`src/source/cpu_pkg.sv`:
```
// widths, opcode and state enums, instruction and port structs, field helpers
package cpu_pkg;

	localparam int word_w     = 16;
	localparam int addr_w     = 11;
	localparam int tag_w      = 4;
	localparam int line_words = 128;
	localparam int line_off_w = 7;
	localparam int reg_count  = 16;
	localparam int reg_num_w  = 4;
	localparam int imm_w      = 5;
	localparam int target_w   = 13;

	// byte address of the first instruction
	localparam logic [word_w-1:0] pc_reset = 16'h1000;

	typedef enum logic [2:0] {
		op_arith    = 3'b000,
		op_slt_mult = 3'b001,
		op_store    = 3'b010,
		op_load     = 3'b011,
		op_jump     = 3'b100,
		op_beq      = 3'b101
	} opcode_e;

	typedef enum logic [2:0] {
		st_init,
		st_fetch,
		st_execute,
		st_mult,
		st_data,
		st_branch
	} core_state_e;

	typedef enum logic [1:0] {
		cs_idle,
		cs_hit,
		cs_fill,
		cs_deliver
	} cache_state_e;

	typedef enum logic [1:0] {
		alu_add,
		alu_sub,
		alu_slt
	} alu_sel_e;

	// ----------------------------------------------------------------------
	// instruction word and port bundles
	// ----------------------------------------------------------------------
	typedef struct packed {
		opcode_e              opcode;
		logic [reg_num_w-1:0] rs;
		logic [reg_num_w-1:0] rt;
		logic [reg_num_w-1:0] rd;
		logic                 funct;
	} instr_t;

	typedef struct packed {
		logic             valid;
		logic [tag_w-1:0] tag;
	} fill_req_t;

	typedef struct packed {
		logic              valid;
		logic              last;
		logic [word_w-1:0] data;
	} fill_rsp_t;

	typedef struct packed {
		logic              valid;
		logic              write;
		logic [addr_w-1:0] addr;
		logic [word_w-1:0] wdata;
	} data_req_t;

	typedef struct packed {
		logic              valid;
		logic [word_w-1:0] rdata;
	} data_rsp_t;

	typedef struct packed {
		logic                 en;
		logic [reg_num_w-1:0] num;
		logic [word_w-1:0]    data;
	} reg_write_t;

	// immediate sits on rd and funct
	function automatic logic signed [imm_w-1:0] get_imm(instr_t i);
		return {i.rd, i.funct};
	endfunction

	// jump target is everything below the opcode
	function automatic logic [target_w-1:0] get_target(instr_t i);
		return {i.rs, i.rt, i.rd, i.funct};
	endfunction

endpackage

```
`src/source/core_ctrl.sv`:
```
// instruction sequencer: state machine, pc, data strobes, register writes, io_stall
`timescale 1ns/1ps

module core_ctrl (
	input  logic                              clk,
	input  logic                              rst_n,
	output logic                              fetch,
	output logic [cpu_pkg::addr_w-1:0]        pc_index,
	input  logic                              inst_valid,
	input  cpu_pkg::instr_t                   inst,
	input  logic [cpu_pkg::word_w-1:0]        result,
	input  logic [cpu_pkg::word_w-1:0]        product,
	input  logic                              equal,
	input  logic [cpu_pkg::addr_w-1:0]        data_addr,
	input  logic [cpu_pkg::word_w-1:0]        rt_val,
	output logic                              latch,
	output cpu_pkg::alu_sel_e                 sel,
	output logic signed [cpu_pkg::imm_w-1:0]  imm,
	output logic [cpu_pkg::reg_num_w-1:0]     rs_num,
	output logic [cpu_pkg::reg_num_w-1:0]     rt_num,
	output cpu_pkg::reg_write_t               wr,
	output cpu_pkg::data_req_t                data_req,
	input  cpu_pkg::data_rsp_t                data_rsp,
	output logic                              io_stall
);

	cpu_pkg::core_state_e state;
	cpu_pkg::core_state_e state_nx;

	logic [cpu_pkg::word_w-1:0]        pc;
	logic [cpu_pkg::word_w-1:0]        pc_nx;
	logic signed [cpu_pkg::word_w-1:0] imm_ext;
	cpu_pkg::instr_t                   inst_q;
	cpu_pkg::instr_t                   cur;
	logic                              is_mult;
	logic                              is_load;
	logic                              entering_fetch;
	logic                              req_pulse;

	// new word is on the cache output before it lands in inst_q
	assign cur     = inst_valid ? inst : inst_q;
	assign is_mult = (inst_q.opcode == cpu_pkg::op_slt_mult) && !inst_q.funct;
	assign is_load = inst_q.opcode[0];
	assign imm     = cpu_pkg::get_imm(inst_q);
	assign imm_ext = {{(cpu_pkg::word_w - cpu_pkg::imm_w){imm[cpu_pkg::imm_w-1]}}, imm};

	// ----------------------------------------------------------------------
	// state machine
	// ----------------------------------------------------------------------
	always_comb begin
		state_nx = state;
		case (state)
			cpu_pkg::st_init:
				state_nx = cpu_pkg::st_fetch;
			cpu_pkg::st_fetch: begin
				// decoded by bits so 11x lands in data like 01x
				if (inst_valid) begin
					if (inst.opcode[1])
						state_nx = cpu_pkg::st_data;
					else if (inst.opcode[2])
						state_nx = cpu_pkg::st_branch;
					else
						state_nx = cpu_pkg::st_execute;
				end
			end
			cpu_pkg::st_execute: begin
				if (is_mult)
					state_nx = cpu_pkg::st_mult;
				else
					state_nx = cpu_pkg::st_fetch;
			end
			cpu_pkg::st_data: begin
				if (data_rsp.valid)
					state_nx = cpu_pkg::st_fetch;
			end
			default:
				state_nx = cpu_pkg::st_fetch;
		endcase
	end

	assign entering_fetch = (state != cpu_pkg::st_fetch) && (state_nx == cpu_pkg::st_fetch);

	// ----------------------------------------------------------------------
	// program counter
	// ----------------------------------------------------------------------
	always_comb begin
		pc_nx = pc;
		if (state == cpu_pkg::st_branch) begin
			if ((inst_q.opcode == cpu_pkg::op_beq) && equal)
				pc_nx = pc + 16'd2 + (imm_ext <<< 1);
			else if (inst_q.opcode == cpu_pkg::op_jump)
				pc_nx = cpu_pkg::word_w'(cpu_pkg::get_target(inst_q));
			else
				pc_nx = pc + 16'd2;
		end else if (entering_fetch && (state != cpu_pkg::st_init)) begin
			pc_nx = pc + 16'd2;
		end
	end

	always_ff @(posedge clk or negedge rst_n) begin
		if (!rst_n) begin
			state     <= cpu_pkg::st_init;
			pc        <= cpu_pkg::pc_reset;
			inst_q    <= '0;
			fetch     <= 1'b0;
			io_stall  <= 1'b1;
			req_pulse <= 1'b0;
		end else begin
			state     <= state_nx;
			pc        <= pc_nx;
			fetch     <= entering_fetch;
			// no retire pulse on the way out of init
			io_stall  <= !(entering_fetch && (state != cpu_pkg::st_init));
			req_pulse <= (state != cpu_pkg::st_data) && (state_nx == cpu_pkg::st_data);
			if (inst_valid)
				inst_q <= inst;
		end
	end

	assign pc_index = pc[cpu_pkg::addr_w:1];

	// ----------------------------------------------------------------------
	// operand select and register write
	// ----------------------------------------------------------------------
	assign latch  = inst_valid && (state == cpu_pkg::st_fetch);
	assign rs_num = cur.rs;
	assign rt_num = cur.rt;

	always_comb begin
		case (inst_q.opcode)
			cpu_pkg::op_arith:    sel = inst_q.funct ? cpu_pkg::alu_add : cpu_pkg::alu_sub;
			cpu_pkg::op_slt_mult: sel = cpu_pkg::alu_slt;
			default:              sel = cpu_pkg::alu_add;
		endcase
	end

	always_comb begin
		wr = '0;
		case (state)
			cpu_pkg::st_execute: begin
				wr.en   = !is_mult;
				wr.num  = inst_q.rd;
				wr.data = result;
			end
			cpu_pkg::st_mult: begin
				wr.en   = 1'b1;
				wr.num  = inst_q.rd;
				wr.data = product;
			end
			cpu_pkg::st_data: begin
				// load data goes to rt
				wr.en   = data_rsp.valid && is_load;
				wr.num  = inst_q.rt;
				wr.data = data_rsp.rdata;
			end
			default: ;
		endcase
	end

	// address from the latched rs operand and store data from the rt read port
	assign data_req = '{
		valid: req_pulse,
		write: !is_load,
		addr:  data_addr,
		wdata: rt_val
	};

	a_rsp_in_data: assert property (@(posedge clk) disable iff (!rst_n)
		data_rsp.valid |-> (state == cpu_pkg::st_data) && !data_req.valid);

endmodule

```
`src/source/cpu_top.sv`:
```
// processor top: instruction cache, sequencer, register block and execute unit
`timescale 1ns/1ps

module cpu_top (
	input  logic               clk,
	input  logic               rst_n,
	output cpu_pkg::fill_req_t fill_req,
	input  cpu_pkg::fill_rsp_t fill_rsp,
	output cpu_pkg::data_req_t data_req,
	input  cpu_pkg::data_rsp_t data_rsp,
	output logic               io_stall
);

	logic                              fetch;
	logic [cpu_pkg::addr_w-1:0]        pc_index;
	logic                              inst_valid;
	cpu_pkg::instr_t                   inst;
	logic [cpu_pkg::word_w-1:0]        result;
	logic [cpu_pkg::word_w-1:0]        product;
	logic                              equal;
	logic [cpu_pkg::addr_w-1:0]        data_addr;
	logic [cpu_pkg::word_w-1:0]        rs_val;
	logic [cpu_pkg::word_w-1:0]        rt_val;
	logic                              latch;
	cpu_pkg::alu_sel_e                 sel;
	logic signed [cpu_pkg::imm_w-1:0]  imm;
	logic [cpu_pkg::reg_num_w-1:0]     rs_num;
	logic [cpu_pkg::reg_num_w-1:0]     rt_num;
	cpu_pkg::reg_write_t               wr;

	// ----------------------------------------------------------------------
	// instruction side
	// ----------------------------------------------------------------------
	inst_cache u_icache (
		.clk        (clk),
		.rst_n      (rst_n),
		.fetch      (fetch),
		.pc_index   (pc_index),
		.inst_valid (inst_valid),
		.inst       (inst),
		.fill_req   (fill_req),
		.fill_rsp   (fill_rsp)
	);

	core_ctrl u_ctrl (
		.clk        (clk),
		.rst_n      (rst_n),
		.fetch      (fetch),
		.pc_index   (pc_index),
		.inst_valid (inst_valid),
		.inst       (inst),
		.result     (result),
		.product    (product),
		.equal      (equal),
		.data_addr  (data_addr),
		.rt_val     (rt_val),
		.latch      (latch),
		.sel        (sel),
		.imm        (imm),
		.rs_num     (rs_num),
		.rt_num     (rt_num),
		.wr         (wr),
		.data_req   (data_req),
		.data_rsp   (data_rsp),
		.io_stall   (io_stall)
	);

	// ----------------------------------------------------------------------
	// datapath
	// ----------------------------------------------------------------------
	reg_file u_regs (
		.clk    (clk),
		.rst_n  (rst_n),
		.rs_num (rs_num),
		.rt_num (rt_num),
		.rs_val (rs_val),
		.rt_val (rt_val),
		.wr     (wr)
	);

	exec_unit u_exec (
		.clk       (clk),
		.rst_n     (rst_n),
		.latch     (latch),
		.rs_val    (rs_val),
		.rt_val    (rt_val),
		.imm       (imm),
		.sel       (sel),
		.result    (result),
		.product   (product),
		.equal     (equal),
		.data_addr (data_addr)
	);

endmodule

```
`src/source/exec_unit.sv`:
```
// operand latches, add/sub/slt, two-stage multiplier, equality and data address
`timescale 1ns/1ps

module exec_unit (
	input  logic                             clk,
	input  logic                             rst_n,
	input  logic                             latch,
	input  logic [cpu_pkg::word_w-1:0]       rs_val,
	input  logic [cpu_pkg::word_w-1:0]       rt_val,
	input  logic signed [cpu_pkg::imm_w-1:0] imm,
	input  cpu_pkg::alu_sel_e                sel,
	output logic [cpu_pkg::word_w-1:0]       result,
	output logic [cpu_pkg::word_w-1:0]       product,
	output logic                             equal,
	output logic [cpu_pkg::addr_w-1:0]       data_addr
);

	logic signed [cpu_pkg::word_w-1:0] op_a;
	logic signed [cpu_pkg::word_w-1:0] op_b;
	logic signed [cpu_pkg::word_w-1:0] imm_ext;
	logic signed [cpu_pkg::word_w-1:0] ea_word;
	logic [cpu_pkg::word_w-1:0]        ea_byte;
	logic [cpu_pkg::word_w-1:0]        pp_ll;
	logic [7:0]                        pp_cross;

	always_ff @(posedge clk or negedge rst_n) begin
		if (!rst_n) begin
			op_a <= '0;
			op_b <= '0;
		end else if (latch) begin
			op_a <= rs_val;
			op_b <= rt_val;
		end
	end

	// ----------------------------------------------------------------------
	// multiplier
	// ----------------------------------------------------------------------
	// low half of a two's complement product does not depend on sign,
	// so only the lo*lo term and the low byte of the cross terms matter
	always_ff @(posedge clk) begin
		pp_ll    <= op_a[7:0] * op_b[7:0];
		pp_cross <= op_a[15:8] * op_b[7:0] + op_a[7:0] * op_b[15:8];
	end

	assign product = pp_ll + {pp_cross, 8'h00};

	// ----------------------------------------------------------------------
	// arithmetic and compare
	// ----------------------------------------------------------------------
	always_comb begin
		case (sel)
			cpu_pkg::alu_add: result = op_a + op_b;
			cpu_pkg::alu_sub: result = op_a - op_b;
			cpu_pkg::alu_slt: result = {15'd0, op_a < op_b};
			default:          result = op_a + op_b;
		endcase
	end

	assign equal = (op_a == op_b);

	// word index of rs + imm inside the 0x1000 byte window
	assign imm_ext   = {{(cpu_pkg::word_w - cpu_pkg::imm_w){imm[cpu_pkg::imm_w-1]}}, imm};
	assign ea_word   = op_a + imm_ext;
	assign ea_byte   = (ea_word << 1) + cpu_pkg::pc_reset;
	assign data_addr = ea_byte[cpu_pkg::addr_w:1];

endmodule

```
`src/source/inst_cache.sv`:
```
// one-line instruction cache: tag check, burst refill, requested word capture
`timescale 1ns/1ps

module inst_cache (
	input  logic                       clk,
	input  logic                       rst_n,
	input  logic                       fetch,
	input  logic [cpu_pkg::addr_w-1:0] pc_index,
	output logic                       inst_valid,
	output cpu_pkg::instr_t            inst,
	output cpu_pkg::fill_req_t         fill_req,
	input  cpu_pkg::fill_rsp_t         fill_rsp
);

	cpu_pkg::cache_state_e state;
	cpu_pkg::cache_state_e state_nx;

	logic [cpu_pkg::word_w-1:0]     line_mem [cpu_pkg::line_words];
	logic                           line_valid;
	logic [cpu_pkg::tag_w-1:0]      line_tag;
	logic [cpu_pkg::addr_w-1:0]     req_index;
	logic [cpu_pkg::line_off_w-1:0] beat_cnt;
	logic                           fill_pulse;
	logic [cpu_pkg::word_w-1:0]     word_q;
	logic                           hit;
	logic                           beat_match;

	// tag is the top of the word index
	assign hit = line_valid
		&& (line_tag == pc_index[cpu_pkg::addr_w-1 -: cpu_pkg::tag_w]);

	assign beat_match = (beat_cnt == req_index[cpu_pkg::line_off_w-1:0]);

	// ----------------------------------------------------------------------
	// state machine
	// ----------------------------------------------------------------------
	always_comb begin
		state_nx = state;
		case (state)
			cpu_pkg::cs_idle: begin
				if (fetch) begin
					if (hit)
						state_nx = cpu_pkg::cs_hit;
					else
						state_nx = cpu_pkg::cs_fill;
				end
			end
			cpu_pkg::cs_hit:
				state_nx = cpu_pkg::cs_deliver;
			cpu_pkg::cs_fill: begin
				if (fill_rsp.valid && fill_rsp.last)
					state_nx = cpu_pkg::cs_deliver;
			end
			cpu_pkg::cs_deliver:
				state_nx = cpu_pkg::cs_idle;
			default:
				state_nx = cpu_pkg::cs_idle;
		endcase
	end

	always_ff @(posedge clk or negedge rst_n) begin
		if (!rst_n)
			state <= cpu_pkg::cs_idle;
		else
			state <= state_nx;
	end

	// ----------------------------------------------------------------------
	// line bookkeeping
	// ----------------------------------------------------------------------
	always_ff @(posedge clk or negedge rst_n) begin
		if (!rst_n) begin
			line_valid <= 1'b0;
			line_tag   <= '0;
			req_index  <= '0;
			beat_cnt   <= '0;
			fill_pulse <= 1'b0;
		end else begin
			fill_pulse <= (state == cpu_pkg::cs_idle) && fetch && !hit;
			if (fetch)
				req_index <= pc_index;
			// line is torn while the burst overwrites it
			if ((state == cpu_pkg::cs_idle) && fetch && !hit)
				line_valid <= 1'b0;
			// counter wraps back to 0 after the last beat
			if (fill_rsp.valid) begin
				beat_cnt <= beat_cnt + 1'b1;
				if (fill_rsp.last) begin
					line_valid <= 1'b1;
					line_tag   <= req_index[cpu_pkg::addr_w-1 -: cpu_pkg::tag_w];
				end
			end
		end
	end

	// beats go into the array, the wanted one is also kept aside
	always_ff @(posedge clk) begin
		if (fill_rsp.valid)
			line_mem[beat_cnt] <= fill_rsp.data;
		if (state == cpu_pkg::cs_hit)
			word_q <= line_mem[req_index[cpu_pkg::line_off_w-1:0]];
		else if ((state == cpu_pkg::cs_fill) && fill_rsp.valid && beat_match)
			word_q <= fill_rsp.data;
	end

	assign inst_valid = (state == cpu_pkg::cs_deliver);
	assign inst       = cpu_pkg::instr_t'(word_q);
	assign fill_req   = '{
		valid: fill_pulse,
		tag:   req_index[cpu_pkg::addr_w-1 -: cpu_pkg::tag_w]
	};

	a_beat_in_fill: assert property (@(posedge clk) disable iff (!rst_n)
		fill_rsp.valid |-> (state == cpu_pkg::cs_fill));

	a_fetch_in_idle: assert property (@(posedge clk) disable iff (!rst_n)
		fetch |-> (state == cpu_pkg::cs_idle));

endmodule

```
`src/source/reg_file.sv`:
```
// sixteen signed registers, two combinational reads, one clocked write
`timescale 1ns/1ps

module reg_file (
	input  logic                          clk,
	input  logic                          rst_n,
	input  logic [cpu_pkg::reg_num_w-1:0] rs_num,
	input  logic [cpu_pkg::reg_num_w-1:0] rt_num,
	output logic [cpu_pkg::word_w-1:0]    rs_val,
	output logic [cpu_pkg::word_w-1:0]    rt_val,
	input  cpu_pkg::reg_write_t           wr
);

	logic signed [cpu_pkg::word_w-1:0] regs [cpu_pkg::reg_count];

	// ----------------------------------------------------------------------
	// write port
	// ----------------------------------------------------------------------
	always_ff @(posedge clk or negedge rst_n) begin
		if (!rst_n) begin
			for (int i = 0; i < cpu_pkg::reg_count; i++)
				regs[i] <= '0;
		end else if (wr.en) begin
			regs[wr.num] <= wr.data;
		end
	end

	// ----------------------------------------------------------------------
	// read ports
	// ----------------------------------------------------------------------
	// no bypass, the sequencer never reads in the write cycle
	assign rs_val = regs[rs_num];
	assign rt_val = regs[rt_num];

endmodule
```
`config.mk`:
```
export PLATFORM = sky130hd
export DESIGN_NAME = cpu_top
export DESIGN_NICKNAME = d
export VERILOG_FILES = /design/src/source/cpu_pkg.sv /design/src/source/core_ctrl.sv /design/src/source/cpu_top.sv /design/src/source/exec_unit.sv /design/src/source/inst_cache.sv /design/src/source/reg_file.sv
export SDC_FILE = /design/constraint.sdc
export NUM_CORES = 2
export LEC_CHECK = 0
export BUFFER_PORTS_ARGS = -buffer_cell sky130_fd_sc_hd__buf_2
export CAP_MARGIN = 25
export CORE_AREA = 2 2 485 487
export CTS_BUF_LIST = sky130_fd_sc_hd__clkbuf_2
export CTS_CLUSTER_DIAMETER = 40
export DETAILED_ROUTE_END_ITERATION = 12
export DIE_AREA = 0 0 487 489
export PLACE_DENSITY = 0.69
export SKIP_LAST_GASP = 1
export SLEW_MARGIN = 10
export SYNTH_ARGS = -nofsm -noshare
export SYNTH_HDL_FRONTEND = slang
export SYNTH_SLANG_ARGS = --single-unit
```
`constraint.sdc`:
```
create_clock -name clk -period 6.8 [get_ports clk]
set_input_delay 0.68 -clock clk [delete_from_list [all_inputs] [get_ports clk]]
set_output_delay 0.68 -clock clk [all_outputs]
set_load 0.02 [all_outputs]
```
==> impl_metrics.env <==
export IMPL_outcome="finished, final reports clean"
export IMPL_drv_slew=0
export IMPL_synth_edf_count=2064
export IMPL_grt_pass1_wl_mm=404.5
export IMPL_clock_latency_ns=1.95
export IMPL_syn_inst=6355
export IMPL_power_density_nw_per_um2=412.9
export IMPL_cp_common_cell="buf_4"
export IMPL_ioPinCount=72
export IMPL_die_h_um=489
export IMPL_cts_sinks=2435
export IMPL_syn_area_um2=104300
export IMPL_slew_headroom_pct=18.29
export IMPL_ctsResizeCount=0
export IMPL_crit_family="buffers and inverters"
export IMPL_cp_cell_sequence="ha_1, buf_4, mux2i_4, buf_4, inv_2, buf_4, a311oi_1, nor3_1, a31oi_1, buf_2"
export IMPL_cp_max_fo=53
export IMPL_dieArea_um2=238100
export IMPL_synth_seq_cells=2435
export IMPL_fillers=19300
export IMPL_core_area_um2=233600
export IMPL_endpoint_kind="output port"
export IMPL_io_buffers=71
export IMPL_finClkSkew_ns=0.1922
export IMPL_worstPathArrival_ns=5.67
export IMPL_synthFlopType="edfxtp_1"
export IMPL_crit_buf_inv=5
export IMPL_vias=61190
export IMPL_dr_pass1_iters=8
export IMPL_grt_pass1_vias=62300
export IMPL_async_reset_ff_share_pct=14.25
export IMPL_synth_area_per_cell_um2=16.42
export IMPL_required_ns=6.12
export IMPL_cts_reportedPaths_clkPinSlew_ns=0.12
export IMPL_maxCapViolCount=0
export IMPL_rsz0062_at_grt="false"
export IMPL_syn_to_final_growth_pct=10.87
export IMPL_worst_slew_pin_slew_ns=1.226
export IMPL_drive_above_1_share_pct=27.23
export IMPL_hpwl_mm=161.4
export IMPL_crit_type="flip-flop to output port"
export IMPL_synth_distinct_cells=87
export IMPL_drc_errors=0
export IMPL_gp_congestion=0.9114
export IMPL_rows=178
export IMPL_power_uw=47760
export IMPL_setup_violations=0
export IMPL_drt_iter0_drc=7711
export IMPL_multi_input_area_um2=31160
export IMPL_seq_area_frac_synth_pct=68.18
export IMPL_hp_class="primary input to flip-flop"
export IMPL_hold_violations=0
export IMPL_cts_root_buf="clkbuf_2"
export IMPL_ant_nets=0
export IMPL_yosysWarnings=0
export IMPL_min_period_ns=6.352
export IMPL_cts_buffer_depth=4
export IMPL_start_util_pct=44.66
export IMPL_avgViaCountPerCell=5.857
export IMPL_cts_max_level=6
export IMPL_cts_inserted_buffers=609
export IMPL_fmaxAchievable_mhz=157.4
export IMPL_power_leakage_uw=0.03999
export IMPL_cp_slowest_stage_delay_ns=0.86
export IMPL_gr_total_overflow=0
export IMPL_gr_usage_all_layers_pct=22.92
export IMPL_grt_max_degree=142
export IMPL_crit_path_start_kind="flip-flop"
export IMPL_min_period_over_period_pct=93.41
export IMPL_cts_tree="built"
export IMPL_regArea_um2=71160
export IMPL_peakVddDrop_mv=0.7421
export IMPL_slowest_stage="a31oi_1"
export IMPL_wl_mm=273.8
export IMPL_fin_setup_tns_ns=0
export IMPL_nets=7199
export IMPL_die_width_um=487
export IMPL_synthesis_nets=6602
export IMPL_routedWlPerCell_um=26.21
export IMPL_antenna_found_initial=10
## metal layers
layer,GRT usage [%],vias up,routed length (µm)
met3,5.377,587,26510
li1,-,26200,-
met5,0,-,71
met2,36.02,3319,129600
met1,30.64,31070,106100
met4,10.08,10,11490
## tightest hold or removal path, stage by stage
cell and delay (ns):
dlygate4sd3_1 0.54, buf_2 0.14, a22oi_1 0.11, o21ai_2 0.31, mux2_2 0.23
## power breakdown
| group | internal (µW) | leakage (µW) | total (µW) | switching [µW] |
|---|---|---|---|---|
| logic | 8100 | 0.0125 | 20200 | 12100 |
| clock network | 3800 | 0.00407 | 9580 | 5780 |
| registers | 16900 | 0.0234 | 18000 | 1090 |
| total | 28800 | 0.0400 | 47800 | 18900 |
## Yosys cell counts, types with 65 or more instances
cell type | number | share of area, %
a311oi_1 | 80 | 0.67
and2_1 | 65 | 0.39
and3_1 | 89 | 0.53
buf_2 | 74 | 0.35
clkbuf_1 | 267 | 0.96
dfrtp_1 | 346 | 8.3
edfxtp_1 | 2064 | 59
fa_1 | 72 | 1.4
ha_1 | 138 | 1.7
inv_1 | 151 | 0.54
mux4_2 | 624 | 13
nand2_1 | 902 | 3.2
nand3_1 | 199 | 0.95
nor2_1 | 208 | 0.75
o21ai_0 | 286 | 1.4
## cells by family (layout without fill, tap and decap cells)
family	count (synthesis)	count (layout)	share of synthesized area, %
simple gates	1612	1612	6.757
compound gates	700	700	4.415
fa+ha+maj	210	210	3.036
xor+xnor	97	97	0.8142
other cells	0	12	0
flops	2435	2435	68.18
buf+inv	563	1582	2.166
mux	738	738	14.63
## cells in the final DEF (no fill, tap or decap), drive strengths merged, types with 18 or more instances in the layout
cell type,count
edfxtp,2064
nand2,902
clkbuf,874
mux4,624
dfrtp,346
buf,322
o21ai,309
nor2,209
nand3,199
inv,164
ha,138
clkinv,137
and3,90
a311oi,80
fa,72
dlygate4sd3,71
and2,65
xnor2,64
mux2i,58
a21oi,57
mux2,56
nor3,50
a31oi,43
a211oi,39
xor2,33
a22oi,28
dfxtp,24
o22ai,22
nand3b,18
## registers in the layout (all words and copies together) (netlist names), 4 cells and up
signal / count
u_ctrl.inst_q: 11
u_icache.req_index: 11
u_icache.line_tag: 4
u_icache.inst: 16
u_exec.pp_ll: 16
u_exec.op_a: 16
u_exec.op_b: 16
u_icache.line_mem: 2048
u_ctrl.pc: 11
u_exec.pp_cross: 8
u_icache.beat_cnt: 7
u_ctrl.imm: 5
u_regs.regs: 256
## timing repair
action / in CTS / in global routing
hold buffers: 83 / 2
setup buffers: 0 / 0
hold endpoints to repair: 3304 / 38
## through the flow
step                utilization (%)  area [µm²]  hold slack [ns]  setup WS (ns)  std cells
floorplan                         -      104300           0.3844          2.054       6355
global placement              46.60      108900           0.4827          1.688       9283
detailed placement            46.68      109100           0.4915          1.675       9297
CTS                           49.37      115300          0.01624         0.3641      10410
global route                  49.51      115700          0.08131         0.1693      10440
finish                        49.52      115700           0.2107         0.4484      10450
## layout make-up
type | instances | share of cell area, %
inverters | 154 | 0.5040
diodes | 12 | 0.02596
clock buffers | 872 | 3.773
repair buffers | 395 | 3.134
flip-flops and latches | 2435 | 61.52
multi-input cells | 3357 | 26.94
clock inverters | 161 | 0.7993
well taps | 3060 | 3.310
## final timing paths
check	cells after the start	slack, ns	start	end
setup / recovery	10	0.45	u_icache.state[1]	data_req[2]
hold / removal	5	0.21	data_rsp[15]	u_regs.regs[143]
setup reg to reg	15	1.61	u_exec.op_a[1]	u_exec.pp_ll[14]
hold reg to reg	2	0.51	u_regs.regs[114]	u_regs.regs[114]
max in group asynchronous	6	4.84	rst_n	u_icache.req_index[4]
min in group asynchronous	5	0.54	rst_n	u_regs.regs[187]
Power figures use the tool's default switching activity.
